$ cat src/design/rgb_console_consts.svh
`ifndef RGB_CONSOLE_CONSTS_SVH
`define RGB_CONSOLE_CONSTS_SVH

// Serial framing
`define RC_DATA_BITS 8
`define RC_OVERSAMPLE 16

// 9600 baud from a 50 MHz clock
`define RC_CLKS_PER_BIT_DEFAULT 5208

// Command length counts the terminator
`define RC_CMD_LENGTH 7
`define RC_HISTORY_DEPTH 6

// Lamp intensity and PWM resolution
`define RC_LEVEL_BITS 2
`define RC_PWM_BITS 3

`endif

$ cat src/design/rgb_console_pkg.sv
`include "rgb_console_consts.svh"

package rgb_console_pkg;

    // One UART character
    typedef logic [`RC_DATA_BITS-1:0] byte_t;

    // Lamp intensity, 0 to 3
    typedef logic [`RC_LEVEL_BITS-1:0] level_t;

    // Serial framing phases, shared by receiver and transmitter
    typedef enum logic [1:0] {
        uart_idle,
        uart_start,
        uart_data,
        uart_stop
    } uart_state_t;

    // Console control flow
    typedef enum logic [1:0] {
        seq_print_ready,
        seq_await_cmd,
        seq_apply_cmd,
        seq_print_ack
    } seq_state_t;

endpackage

$ cat src/design/baud_tick_gen.sv
`timescale 1ns/10ps

module baud_tick_gen #(
    parameter int period = 16
) (
    input  logic clock,
    input  logic reset,
    input  logic clear,
    output logic tick
);

    localparam int cnt_bits = (period > 1) ? $clog2(period) : 1;

    logic [cnt_bits-1:0] count;

    // Wraps on the tick cycle so the spacing is exactly period clocks
    always_ff @(posedge clock) begin
        if (reset || clear || tick) begin
            count <= '0;
        end else begin
            count <= count + 1'b1;
        end
    end

    assign tick = (count == cnt_bits'(period - 1));

endmodule

$ cat src/design/uart_rx.sv
`timescale 1ns/10ps
`include "rgb_console_consts.svh"

module uart_rx #(
    parameter int clks_per_bit = `RC_CLKS_PER_BIT_DEFAULT
) (
    input  logic                   clock,
    input  logic                   reset,
    input  logic                   rx,
    output rgb_console_pkg::byte_t rx_byte,
    output logic                   rx_done
);

    localparam int tick_bits = $clog2(`RC_OVERSAMPLE);
    localparam int bit_bits = $clog2(`RC_DATA_BITS);
    localparam logic [tick_bits-1:0] mid_tick = tick_bits'(`RC_OVERSAMPLE / 2 - 1);
    localparam logic [tick_bits-1:0] last_tick = tick_bits'(`RC_OVERSAMPLE - 1);
    localparam logic [bit_bits-1:0] last_bit = bit_bits'(`RC_DATA_BITS - 1);

    rgb_console_pkg::uart_state_t state;
    logic [tick_bits-1:0]         tick_cnt;
    logic [bit_bits-1:0]          bit_cnt;
    logic                         sample_tick;
    logic [1:0]                   rx_sync;
    logic                         rx_line;
    logic                         sample_bit;

    // Oversampling tick runs freely, so start detection jitters by one tick
    baud_tick_gen #(
        .period(clks_per_bit / `RC_OVERSAMPLE)
    ) i_tick (
        .clock(clock),
        .reset(reset),
        .clear(1'b0),
        .tick (sample_tick)
    );

    // Line is asynchronous to clock
    always_ff @(posedge clock) begin
        if (reset) begin
            rx_sync <= 2'b11;
        end else begin
            rx_sync <= {rx_sync[0], rx};
        end
    end

    assign rx_line = rx_sync[1];
    assign sample_bit = (state == rgb_console_pkg::uart_data) && sample_tick
                        && (tick_cnt == last_tick);

    always_ff @(posedge clock) begin
        if (reset) begin
            state <= rgb_console_pkg::uart_idle;
            tick_cnt <= '0;
            bit_cnt <= '0;
            rx_done <= 1'b0;
        end else begin
            rx_done <= 1'b0;
            case (state)
                rgb_console_pkg::uart_idle: begin
                    if (!rx_line) begin
                        state <= rgb_console_pkg::uart_start;
                        tick_cnt <= '0;
                    end
                end
                // Walk to the middle of the start bit
                rgb_console_pkg::uart_start: begin
                    if (sample_tick) begin
                        if (tick_cnt == mid_tick) begin
                            state <= rgb_console_pkg::uart_data;
                            tick_cnt <= '0;
                            bit_cnt <= '0;
                        end else begin
                            tick_cnt <= tick_cnt + 1'b1;
                        end
                    end
                end
                rgb_console_pkg::uart_data: begin
                    if (sample_tick) begin
                        tick_cnt <= tick_cnt + 1'b1;
                        if (tick_cnt == last_tick) begin
                            if (bit_cnt == last_bit) begin
                                state <= rgb_console_pkg::uart_stop;
                            end else begin
                                bit_cnt <= bit_cnt + 1'b1;
                            end
                        end
                    end
                end
                rgb_console_pkg::uart_stop: begin
                    if (sample_tick) begin
                        tick_cnt <= tick_cnt + 1'b1;
                        if (tick_cnt == last_tick) begin
                            rx_done <= 1'b1;
                            state <= rgb_console_pkg::uart_idle;
                        end
                    end
                end
                default: state <= rgb_console_pkg::uart_idle;
            endcase
        end
    end

    // LSB arrives first, so shift in from the top
    always_ff @(posedge clock) begin
        if (sample_bit) begin
            rx_byte <= {rx_line, rx_byte[`RC_DATA_BITS-1:1]};
        end
    end

endmodule

$ cat src/design/uart_tx.sv
`timescale 1ns/10ps
`include "rgb_console_consts.svh"

module uart_tx #(
    parameter int clks_per_bit = `RC_CLKS_PER_BIT_DEFAULT
) (
    input  logic                   clock,
    input  logic                   reset,
    input  logic                   tx_start,
    input  rgb_console_pkg::byte_t tx_byte,
    output logic                   tx,
    output logic                   tx_done
);

    localparam int bit_bits = $clog2(`RC_DATA_BITS);
    localparam logic [bit_bits-1:0] last_bit = bit_bits'(`RC_DATA_BITS - 1);

    rgb_console_pkg::uart_state_t state;
    rgb_console_pkg::byte_t       data_reg;
    logic [bit_bits-1:0]          bit_cnt;
    logic                         bit_tick;
    logic                         idle;

    assign idle = (state == rgb_console_pkg::uart_idle);

    // Held in clear while idle so the first bit is a full period
    baud_tick_gen #(
        .period(clks_per_bit)
    ) i_tick (
        .clock(clock),
        .reset(reset),
        .clear(idle),
        .tick (bit_tick)
    );

    always_ff @(posedge clock) begin
        if (reset) begin
            state <= rgb_console_pkg::uart_idle;
            bit_cnt <= '0;
            tx <= 1'b1;
        end else begin
            case (state)
                rgb_console_pkg::uart_idle: begin
                    if (tx_start) begin
                        state <= rgb_console_pkg::uart_start;
                        tx <= 1'b0;
                    end
                end
                rgb_console_pkg::uart_start: begin
                    if (bit_tick) begin
                        state <= rgb_console_pkg::uart_data;
                        bit_cnt <= '0;
                        tx <= data_reg[0];
                    end
                end
                rgb_console_pkg::uart_data: begin
                    if (bit_tick) begin
                        if (bit_cnt == last_bit) begin
                            state <= rgb_console_pkg::uart_stop;
                            tx <= 1'b1;
                        end else begin
                            bit_cnt <= bit_cnt + 1'b1;
                            tx <= data_reg[0];
                        end
                    end
                end
                rgb_console_pkg::uart_stop: begin
                    if (bit_tick) begin
                        state <= rgb_console_pkg::uart_idle;
                    end
                end
                default: state <= rgb_console_pkg::uart_idle;
            endcase
        end
    end

    // Next data bit always sits in bit 0
    always_ff @(posedge clock) begin
        if (idle && tx_start) begin
            data_reg <= tx_byte;
        end else if (bit_tick && !idle) begin
            data_reg <= data_reg >> 1;
        end
    end

    assign tx_done = (state == rgb_console_pkg::uart_stop) && bit_tick;

endmodule

$ cat src/design/command_buffer.sv
`timescale 1ns/10ps
`include "rgb_console_consts.svh"

module command_buffer (
    input  logic                    clock,
    input  logic                    reset,
    input  logic                    armed,
    input  rgb_console_pkg::byte_t  rx_byte,
    input  logic                    rx_done,
    output logic                    cmd_ready,
    output rgb_console_pkg::level_t red_level,
    output rgb_console_pkg::level_t green_level,
    output rgb_console_pkg::level_t blue_level
);

    localparam int cnt_bits = $clog2(`RC_CMD_LENGTH);
    localparam logic [cnt_bits-1:0] last_byte = cnt_bits'(`RC_CMD_LENGTH - 1);

    // Position 0 holds the newest byte
    rgb_console_pkg::byte_t history [`RC_HISTORY_DEPTH];
    logic [cnt_bits-1:0]    byte_cnt;
    logic                   accept;

    function automatic rgb_console_pkg::level_t digit_level(input rgb_console_pkg::byte_t c);
        // '0' to '3' carry their value in the low two bits
        if (c >= "0" && c <= "3") begin
            return c[`RC_LEVEL_BITS-1:0];
        end
        return '0;
    endfunction

    assign accept = armed && rx_done;
    assign cmd_ready = accept && (byte_cnt == last_byte);

    always_ff @(posedge clock) begin
        if (reset || !armed) begin
            byte_cnt <= '0;
            for (int i = 0; i < `RC_HISTORY_DEPTH; i++) begin
                history[i] <= '0;
            end
        end else if (cmd_ready) begin
            // Terminator is not stored, so the digits stay put for apply
            byte_cnt <= '0;
        end else if (accept) begin
            byte_cnt <= byte_cnt + 1'b1;
            for (int i = `RC_HISTORY_DEPTH - 1; i > 0; i--) begin
                history[i] <= history[i-1];
            end
            history[0] <= rx_byte;
        end
    end

    assign red_level = digit_level(history[4]);
    assign green_level = digit_level(history[2]);
    assign blue_level = digit_level(history[0]);

endmodule

$ cat src/design/console_sequencer.sv
`timescale 1ns/10ps

module console_sequencer (
    input  logic                    clock,
    input  logic                    reset,
    input  logic                    tx_done,
    input  logic                    cmd_ready,
    input  rgb_console_pkg::level_t red_level_in,
    input  rgb_console_pkg::level_t green_level_in,
    input  rgb_console_pkg::level_t blue_level_in,
    output logic                    tx_start,
    output rgb_console_pkg::byte_t  tx_byte,
    output logic                    armed,
    output rgb_console_pkg::level_t red_level,
    output rgb_console_pkg::level_t green_level,
    output rgb_console_pkg::level_t blue_level
);

    localparam logic [4:0] ready_last = 5'd6;
    localparam logic [4:0] ack_first = 5'd8;
    localparam logic [4:0] ack_last = 5'd16;

    rgb_console_pkg::seq_state_t state, state_next;
    logic [4:0] msg_index, msg_index_next;
    logic       started, started_next;
    logic       tx_start_next;

    // "Ready" LF CR at 0..6, "Control" LF CR at 8..16
    function automatic rgb_console_pkg::byte_t msg_char(input logic [4:0] idx);
        case (idx)
            5'd0:  return "R";
            5'd1:  return "e";
            5'd2:  return "a";
            5'd3:  return "d";
            5'd4:  return "y";
            5'd5:  return 8'h0a;
            5'd6:  return 8'h0d;
            5'd8:  return "C";
            5'd9:  return "o";
            5'd10: return "n";
            5'd11: return "t";
            5'd12: return "r";
            5'd13: return "o";
            5'd14: return "l";
            5'd15: return 8'h0a;
            5'd16: return 8'h0d;
            default: return 8'h00;
        endcase
    endfunction

    always_comb begin
        state_next = state;
        msg_index_next = msg_index;
        started_next = started;
        tx_start_next = 1'b0;
        case (state)
            rgb_console_pkg::seq_print_ready: begin
                if (!started) begin
                    tx_start_next = 1'b1;
                    started_next = 1'b1;
                end else if (tx_done) begin
                    if (msg_index == ready_last) begin
                        state_next = rgb_console_pkg::seq_await_cmd;
                        started_next = 1'b0;
                    end else begin
                        msg_index_next = msg_index + 1'b1;
                        tx_start_next = 1'b1;
                    end
                end
            end
            rgb_console_pkg::seq_await_cmd: begin
                if (cmd_ready) begin
                    state_next = rgb_console_pkg::seq_apply_cmd;
                end
            end
            rgb_console_pkg::seq_apply_cmd: begin
                state_next = rgb_console_pkg::seq_print_ack;
                msg_index_next = ack_first;
                tx_start_next = 1'b1;
                started_next = 1'b1;
            end
            rgb_console_pkg::seq_print_ack: begin
                if (tx_done) begin
                    tx_start_next = 1'b1;
                    if (msg_index == ack_last) begin
                        // Straight back into the prompt
                        state_next = rgb_console_pkg::seq_print_ready;
                        msg_index_next = '0;
                    end else begin
                        msg_index_next = msg_index + 1'b1;
                    end
                end
            end
            default: state_next = rgb_console_pkg::seq_print_ready;
        endcase
    end

    always_ff @(posedge clock) begin
        if (reset) begin
            state <= rgb_console_pkg::seq_print_ready;
            msg_index <= '0;
            started <= 1'b0;
            tx_start <= 1'b0;
        end else begin
            state <= state_next;
            msg_index <= msg_index_next;
            started <= started_next;
            tx_start <= tx_start_next;
        end
    end

    // Buffer still holds the digits during apply
    always_ff @(posedge clock) begin
        if (reset) begin
            red_level <= '0;
            green_level <= '0;
            blue_level <= '0;
        end else if (state == rgb_console_pkg::seq_apply_cmd) begin
            red_level <= red_level_in;
            green_level <= green_level_in;
            blue_level <= blue_level_in;
        end
    end

    assign tx_byte = msg_char(msg_index);
    assign armed = (state == rgb_console_pkg::seq_await_cmd);

endmodule

$ cat src/design/rgb_pwm.sv
`timescale 1ns/10ps
`include "rgb_console_consts.svh"

module rgb_pwm (
    input  logic                    clock,
    input  logic                    reset,
    input  rgb_console_pkg::level_t red_level,
    input  rgb_console_pkg::level_t green_level,
    input  rgb_console_pkg::level_t blue_level,
    output logic                    pwm_red,
    output logic                    pwm_green,
    output logic                    pwm_blue
);

    localparam int pwm_bits = `RC_PWM_BITS;

    logic [pwm_bits-1:0] pwm_count;

    always_ff @(posedge clock) begin
        if (reset) begin
            pwm_count <= '0;
        end else begin
            pwm_count <= pwm_count + 1'b1;
        end
    end

    // Level L stays high for L of every 8 counts
    assign pwm_red = (pwm_count < pwm_bits'(red_level));
    assign pwm_green = (pwm_count < pwm_bits'(green_level));
    assign pwm_blue = (pwm_count < pwm_bits'(blue_level));

endmodule

$ cat src/design/rgb_uart_console.sv
`timescale 1ns/10ps
`include "rgb_console_consts.svh"

module rgb_uart_console #(
    parameter int clks_per_bit = `RC_CLKS_PER_BIT_DEFAULT
) (
    input  logic clock,
    input  logic reset,
    input  logic uart_rx,
    output logic uart_tx,
    output logic pwm_red,
    output logic pwm_green,
    output logic pwm_blue
);

    rgb_console_pkg::byte_t  rx_byte;
    rgb_console_pkg::byte_t  tx_byte;
    logic                    rx_done;
    logic                    tx_start;
    logic                    tx_done;
    logic                    armed;
    logic                    cmd_ready;
    rgb_console_pkg::level_t cmd_red, cmd_green, cmd_blue;
    rgb_console_pkg::level_t red_level, green_level, blue_level;

    uart_rx #(
        .clks_per_bit(clks_per_bit)
    ) i_rx (
        .clock  (clock),
        .reset  (reset),
        .rx     (uart_rx),
        .rx_byte(rx_byte),
        .rx_done(rx_done)
    );

    uart_tx #(
        .clks_per_bit(clks_per_bit)
    ) i_tx (
        .clock   (clock),
        .reset   (reset),
        .tx_start(tx_start),
        .tx_byte (tx_byte),
        .tx      (uart_tx),
        .tx_done (tx_done)
    );

    command_buffer i_cmd (
        .clock      (clock),
        .reset      (reset),
        .armed      (armed),
        .rx_byte    (rx_byte),
        .rx_done    (rx_done),
        .cmd_ready  (cmd_ready),
        .red_level  (cmd_red),
        .green_level(cmd_green),
        .blue_level (cmd_blue)
    );

    console_sequencer i_seq (
        .clock         (clock),
        .reset         (reset),
        .tx_done       (tx_done),
        .cmd_ready     (cmd_ready),
        .red_level_in  (cmd_red),
        .green_level_in(cmd_green),
        .blue_level_in (cmd_blue),
        .tx_start      (tx_start),
        .tx_byte       (tx_byte),
        .armed         (armed),
        .red_level     (red_level),
        .green_level   (green_level),
        .blue_level    (blue_level)
    );

    rgb_pwm i_pwm (
        .clock      (clock),
        .reset      (reset),
        .red_level  (red_level),
        .green_level(green_level),
        .blue_level (blue_level),
        .pwm_red    (pwm_red),
        .pwm_green  (pwm_green),
        .pwm_blue   (pwm_blue)
    );

endmodule

$ cat config.mk
export PLATFORM = sky130hd
export DESIGN_NAME = rgb_uart_console
export DESIGN_NICKNAME = d
export VERILOG_FILES = /design/src/design/rgb_console_pkg.sv /design/src/design/baud_tick_gen.sv /design/src/design/uart_rx.sv /design/src/design/uart_tx.sv /design/src/design/command_buffer.sv /design/src/design/console_sequencer.sv /design/src/design/rgb_pwm.sv /design/src/design/rgb_uart_console.sv
export VERILOG_INCLUDE_DIRS = /design/src /design/src/design
export SDC_FILE = /design/constraint.sdc
export NUM_CORES = 1
export LEC_CHECK = 0
export ABC_AREA = 1
export CAP_MARGIN = 40
export CORE_ASPECT_RATIO = 1.1
export CORE_MARGIN = 2
export CORE_UTILIZATION = 40
export DETAILED_ROUTE_END_ITERATION = 8
export DONT_BUFFER_PORTS = 1
export MAX_ROUTING_LAYER = met4
export PLACE_DENSITY_LB_ADDON = 0.12
export SETUP_SLACK_MARGIN = 0.05
export SLEW_MARGIN = 20
export SYNTH_ARGS = -nofsm -noshare
export SYNTH_HDL_FRONTEND = slang
export SYNTH_SLANG_ARGS = --single-unit
$ cat constraint.sdc
create_clock -name clock -period 2.8 [get_ports clock]
set_input_delay 0.28 -clock clock [delete_from_list [all_inputs] [get_ports clock]]
set_output_delay 0.28 -clock clock [all_outputs]
set_load 0.02 [all_outputs]
Word level (Yosys, flattened, before mapping)
Memory sizes are Yosys's and may differ from the RTL's. A register that Yosys moved wholly into a read port is not among the register bits.
Cells that the tools add are included.
W data, S select, Z words.
- register bits after elaboration: 77
- bits in writable memories: 48
- memory bits (read-only): 224
- input bits: 3
- output and inout bits: 4
- logic and storage cells: 207
- memories kept: 2
- memory list (name ; words ; bits a word ; rd ports ; clocked after Yosys merged registers in ; wr ports ; line ; text):
    (name not given) ; 32 ; 7 ; 1 ; 1 ; 0 ; console_sequencer.sv:30 ; case (idx)
    i_cmd.history ; 6 ; 8 ; 5 ; 0 ; 6 ; command_buffer.sv:20 ; rgb_console_pkg::byte_t history [`RC_HISTORY_DEPTH];
- add/subtract/negate cells: 8
- order comparisons: 9
- equal/unequal tests: 41
- multiplexer cells: 82
- bitwise logic cells: 8
- reductions and logical operators: 36
- operator list (cell ; number):
    $mux W8 ; 8
    $mux W2 ; 25
    $mux W5 ; 7
    $ne A2 B1 Y1 const B ; 13
    $ge A8 B6 Y1 const B ; 3
    $le A8 B6 Y1 const B ; 3
    $mux W3 ; 8
    $pmux W2 S4 ; 3
    $mux W1 ; 20
    $ne A2 B2 Y1 const B ; 10
    $mux W4 ; 4
    $pmux W5 S3 ; 1
    $add A13 B1 Y13 const B ; 1
    $eq A13 B13 Y1 const B ; 1
    $add A3 B1 Y3 const B ; 4
    $eq A2 B2 Y1 const B ; 6
    $pmux W3 S2 ; 2
    $pmux W4 S3 ; 1
    $reduce_and A6 Y1 ; 2
    $logic_and A1 B1 Y1 ; 10
    $reduce_and A5 Y1 ; 2
    $add A9 B1 Y9 const B ; 1
    $eq A3 B3 Y1 const B ; 3
    $eq A9 B9 Y1 const B ; 1
    22 further kinds ; 45

Depth between registers and ports, before layout
- depth after elaboration: 7
- depth in mapped cells: 19
- mapped depth without buffers: 19

Modules after synthesis
A second synthesis with hierarchy kept.
- cells, all modules: 777
- area total of the unflattened synthesis: 6598.8 um^2
- modules (own cells, without submodules) (module ; instances ; cells an instance ; area an instance (um^2) ; seq. area each (um^2)):
    command_buffer ; 1 ; 176 ; 1966.9 ; 1261.2
    console_sequencer ; 1 ; 200 ; 1411.4 ; 440.4
    uart_rx ; 1 ; 123 ; 1049.8 ; 480.5
    uart_tx ; 1 ; 84 ; 809.5 ; 360.3
    baud_tick_gen (i_tx.i_tick) ; 1 ; 93 ; 686.9 ; 260.2
    baud_tick_gen (i_rx.i_tick) ; 1 ; 69 ; 455.4 ; 180.2
    rgb_pwm ; 1 ; 32 ; 219.0 ; 60.1

Worst setup path before layout
No wires, ideal clock.
- path kind: input to register
- start: in reset
- end: mem i_cmd.history[0][0] (netlist name) (enable)
- library setup time: 0.634 ns
- data arrival time: 2.185 ns
- data required time: 2.166 ns
- path slack: -0.018 ns
- stages: 5
- buffers on the path: 3
- cell sequence: clkbuf_1 -> inv_1 -> clkbuf_1 -> clkbuf_1 -> nand3_1
- RTL lines (what ; line ; text):
    start: declaration ; rgb_uart_console.sv:8 ; input logic reset,
    end: declaration ; command_buffer.sv:20 ;

Final worst setup path
- start: reg i_tx.i_tick.count[0]
- end: reg, netlist name i_seq.tx_byte[0]
- longest elaborated chain between the ends: 6
- elaborated cells between the ends (all ways): 7
- those cells by class: 3 x eq/ne; 2 x mux; 2 x reduce/logical
- ends and longest elaborated chain (what ; line ; text):
    start: declaration ; baud_tick_gen.sv:14 ; logic [cnt_bits-1:0] count;
    start signal: assignment ; baud_tick_gen.sv:21 ; count <= count + 1'b1;
    $eq A13 B13 Y1 (*) ; baud_tick_gen.sv:25 ; assign tick = (count == cnt_bits'(period - 1));
    $logic_and A1 B1 Y1 (*) ; uart_tx.sv:86 ; assign tx_done = (state == rgb_console_pkg::uart_stop) && bit_tick;
    $ne A2 B1 Y1 (no line) ; - ;
    $reduce_and A5 Y1 (no line) (*) ; - ;
    $mux W5 (no line) (*) (2 in series) ; - ;
Mark *: on every way between the ends. The rest lies on a longest branch, timed or not.
A chain may end at the register's enable or synchronous reset.

==> out/results.ini <==
[detailed_routing]
met2_wirelength_um=4600
wl_um=9600
drtIter0Drc=261
drtPass1Iterations=4
wl_per_cell_um=10.9
antenna_left=0
routedLengthMet1_um=4630
via_count=4048
top_layer=met4
via_per_inst=4.61
wl_met3_um=221
drc=0

[pwr]
power_density_nw_per_um2=759
power_frac_seq_pct=41.5
swShare_pct=25.6
internal_power_mw=3.79
p_sw_mw=1.31
vdd_drop_max_mv=0.414
pwr-share-comb_pct=13.0
p_leak_nw=2.78
pwr-share-clk_pct=45.5

[floorplan]
die_h_um=130
start_util_pct=40.5
die_w_um=119
io_pins=7
dieArea_um2=15500
coreArea_um2=14300
rows=46

[place]
dp_cells=843
port-buffer-count=0
place_hpwl_um=6680
gp_congestion=0.840

[setup_path]
crit_buf_inv=1
critPathCaptureType=flop
cp-start-kind=flop
path_class=reg -> reg
cp.arrival_ns=2.79
crit_top_cell=nand2_1
critical-path-slowest-cell=ha_1
path_max_fanout=9
critPathMaxStageDelay_ns=0.38
reg2reg_setup_slack_ns=0.32
critPathTopFamily=simple AND/OR/NAND/NOR gates
path_cells=ha_1 > nand2_2 > inv_2 > nand2_2 > nor2_2 > nand3_2 > a21oi_4 > nand2_4 > nand2_1 > nand3_2 > ha_1 > nand2_1 > nand2_1 > nand2_1 > nand3_1 > nand2_1 > nand2_1
required_ns=3.11

[yosys]
yosys_warnings=0
synth_seq_area_share_pct=51.9
synth-seq-cells=123
yosys.cell_types.count=41
syn_avg_cell_area_um2=8.85
synth_cells=656
mappedNetlistArea_um2=5800
synthesis.nets=693

[final_layout]
final_common_cell=inv_1
seqCellArea_um2=3010
fillers=1339
final_cell_mix=inv_1, nand2_1, nor2_1
num_antenna_cells=0
multi_input_area_um2=2280
nets=710
syn2layout_area_growth_pct=15.7
regMostFlops=i_cmd.history
reg_top3=i_cmd.history: 40 flops, i_tx.i_tick.count: 13 flops, i_rx.i_tick.count: 9 flops
drive_gt1_share_pct=12.0
largest_reg_flops=40
fin_cells=878

[clocking]
tritoncts=yes
clock_latency_ns=0.42
cts_hold_buffers=2
cts_resized=0
numClockSinks=123
cts_buffers=17
clk_pin_slew_worst_paths_ns=0.06
cts_buffer_depth=2
cts_setup_buffers=0
clockRootBuffer=clkbuf_16
htreeDepth=4

[sta]
slew_viol_final=0
rsz0062_at_grt=false
setup_tns_ns=0
relSlewSlack_pct=52.8
fin_skew_ns=0.0128
final-hold-violation-count=0
fin_crit_sh_pct=88.5
fmax_mhz=403
worstMarginPinSlew_ns=0.704
setup_viol=0
period_needed_ns=2.48

[min_path]
hold_path.class=in -> reg

[grt]
antenna_found_initial=0
grt_overflow=0
grt_use_total_pct=14.1
grt_max_degree=41
grt_pass1_vias=3873
grt_pass1_wl_um=17000

[flow_run]
drv_cap=0

[outcome]
status=complete, no violations

cell usage after synthesis, drive strengths merged:
library cell  number  area [um2]
ha                34         425
a21oi             38         216
o211a              1        10.0
nand2            104         425
a221oi             1        8.76
nand4              7        43.8
clkbuf            10        37.5
nand3b             2        15.0
nor2              95         369
a31oi              3        18.8
mux2               6        67.6
xnor2              4        35.0
dfxtp             68        1360
clkinv             1        3.75
o311ai             1        8.76
xor2               2        17.5
o21bai             1        11.3
a211oi            12        90.1
edfxtp            55        1650
nor3b              5        37.5
nor4               3        18.8
o211ai             2        15.0
nor3              15        80.1
inv              120         453
o21ai             29         149
nand3             29         178
buf                2        18.8
or2                6        37.5
cell type report:
class	instances	area share [%]
clock buffer	17	6.33
clock inverter	15	3.15
timing repair buffer	10	1.30
tap	192	3.58
multi-input combinational	400	34.0
sequential	123	44.9
inverter	121	6.80
power groups by stage:
stage | clock network, mW | registers (mW) | logic (mW)
after floorplan | 0 | 2.13 | 0.546
after global placement | 0 | 2.15 | 0.638
after detailed placement | 0 | 2.16 | 0.655
after CTS | 2.37 | 2.12 | 0.665
after global routing | 2.45 | 2.13 | 0.775
final | 2.32 | 2.12 | 0.661
routing by layer:
layer  track usage, %  vias to the layer above
li1                 -                     2168
met1             16.4                     1845
met2             22.9                       23
met3             4.11                       12
met5                -                        -
met4             6.30                        0
worst paths after layout:
kind / start / endpoint / depth (start not counted)
max: i_tx.i_tick.count[0] / i_seq.tx_byte[0] / 17
min: reset / i_cmd.byte_cnt[0] / 2
max reg2reg: i_tx.i_tick.count[0] / i_seq.tx_byte[0] / 17
min reg2reg: i_rx.rx_sync[0] / i_rx.rx_sync[1] / 1
cells by family (layout without fill, tap and decap cells):
group                      after synthesis  after routing  synth area share, %
DFF                                    123            123                 51.9
and+or+nand+nor                        266            266                 20.8
buffers and inverters                  133            163                 8.84
AOI/OAI and AO/OA                       88             88                 9.10
muxes                                    6              6                 1.16
xor gates and xnor gates                 6              6                0.905
adders and majority gates               34             34                 7.33
per-stage QoR:
stage	hold slack (ns)	cell area [um2]	power, mW	util [%]	setup slack, ns
final	0.0586	6720	5.10	46.9	0.321
after global routing	0.0448	6720	5.36	46.9	0.0669
after CTS	0.0414	6700	5.16	46.8	0.318
after detailed placement	0.363	6050	2.81	42.2	0.351
after global placement	0.361	6050	2.79	42.2	0.406
after floorplan	0.384	5810	2.68	-	0.473
worst register-to-register path, stage by stage (launching register included):
cell	delay, ns
dfxtp_1	0.35
ha_1	0.19
nand2_2	0.07
inv_2	0.06
nand2_2	0.05
nor2_2	0.09
nand3_2	0.12
a21oi_4	0.26
nand2_4	0.12
nand2_1	0.10
nand3_2	0.19
ha_1	0.39
nand2_1	0.09
nand2_1	0.05
nand2_1	0.05
nand3_1	0.08
nand2_1	0.06
nand2_1	0.04
(Power assumes the default switching activity.)
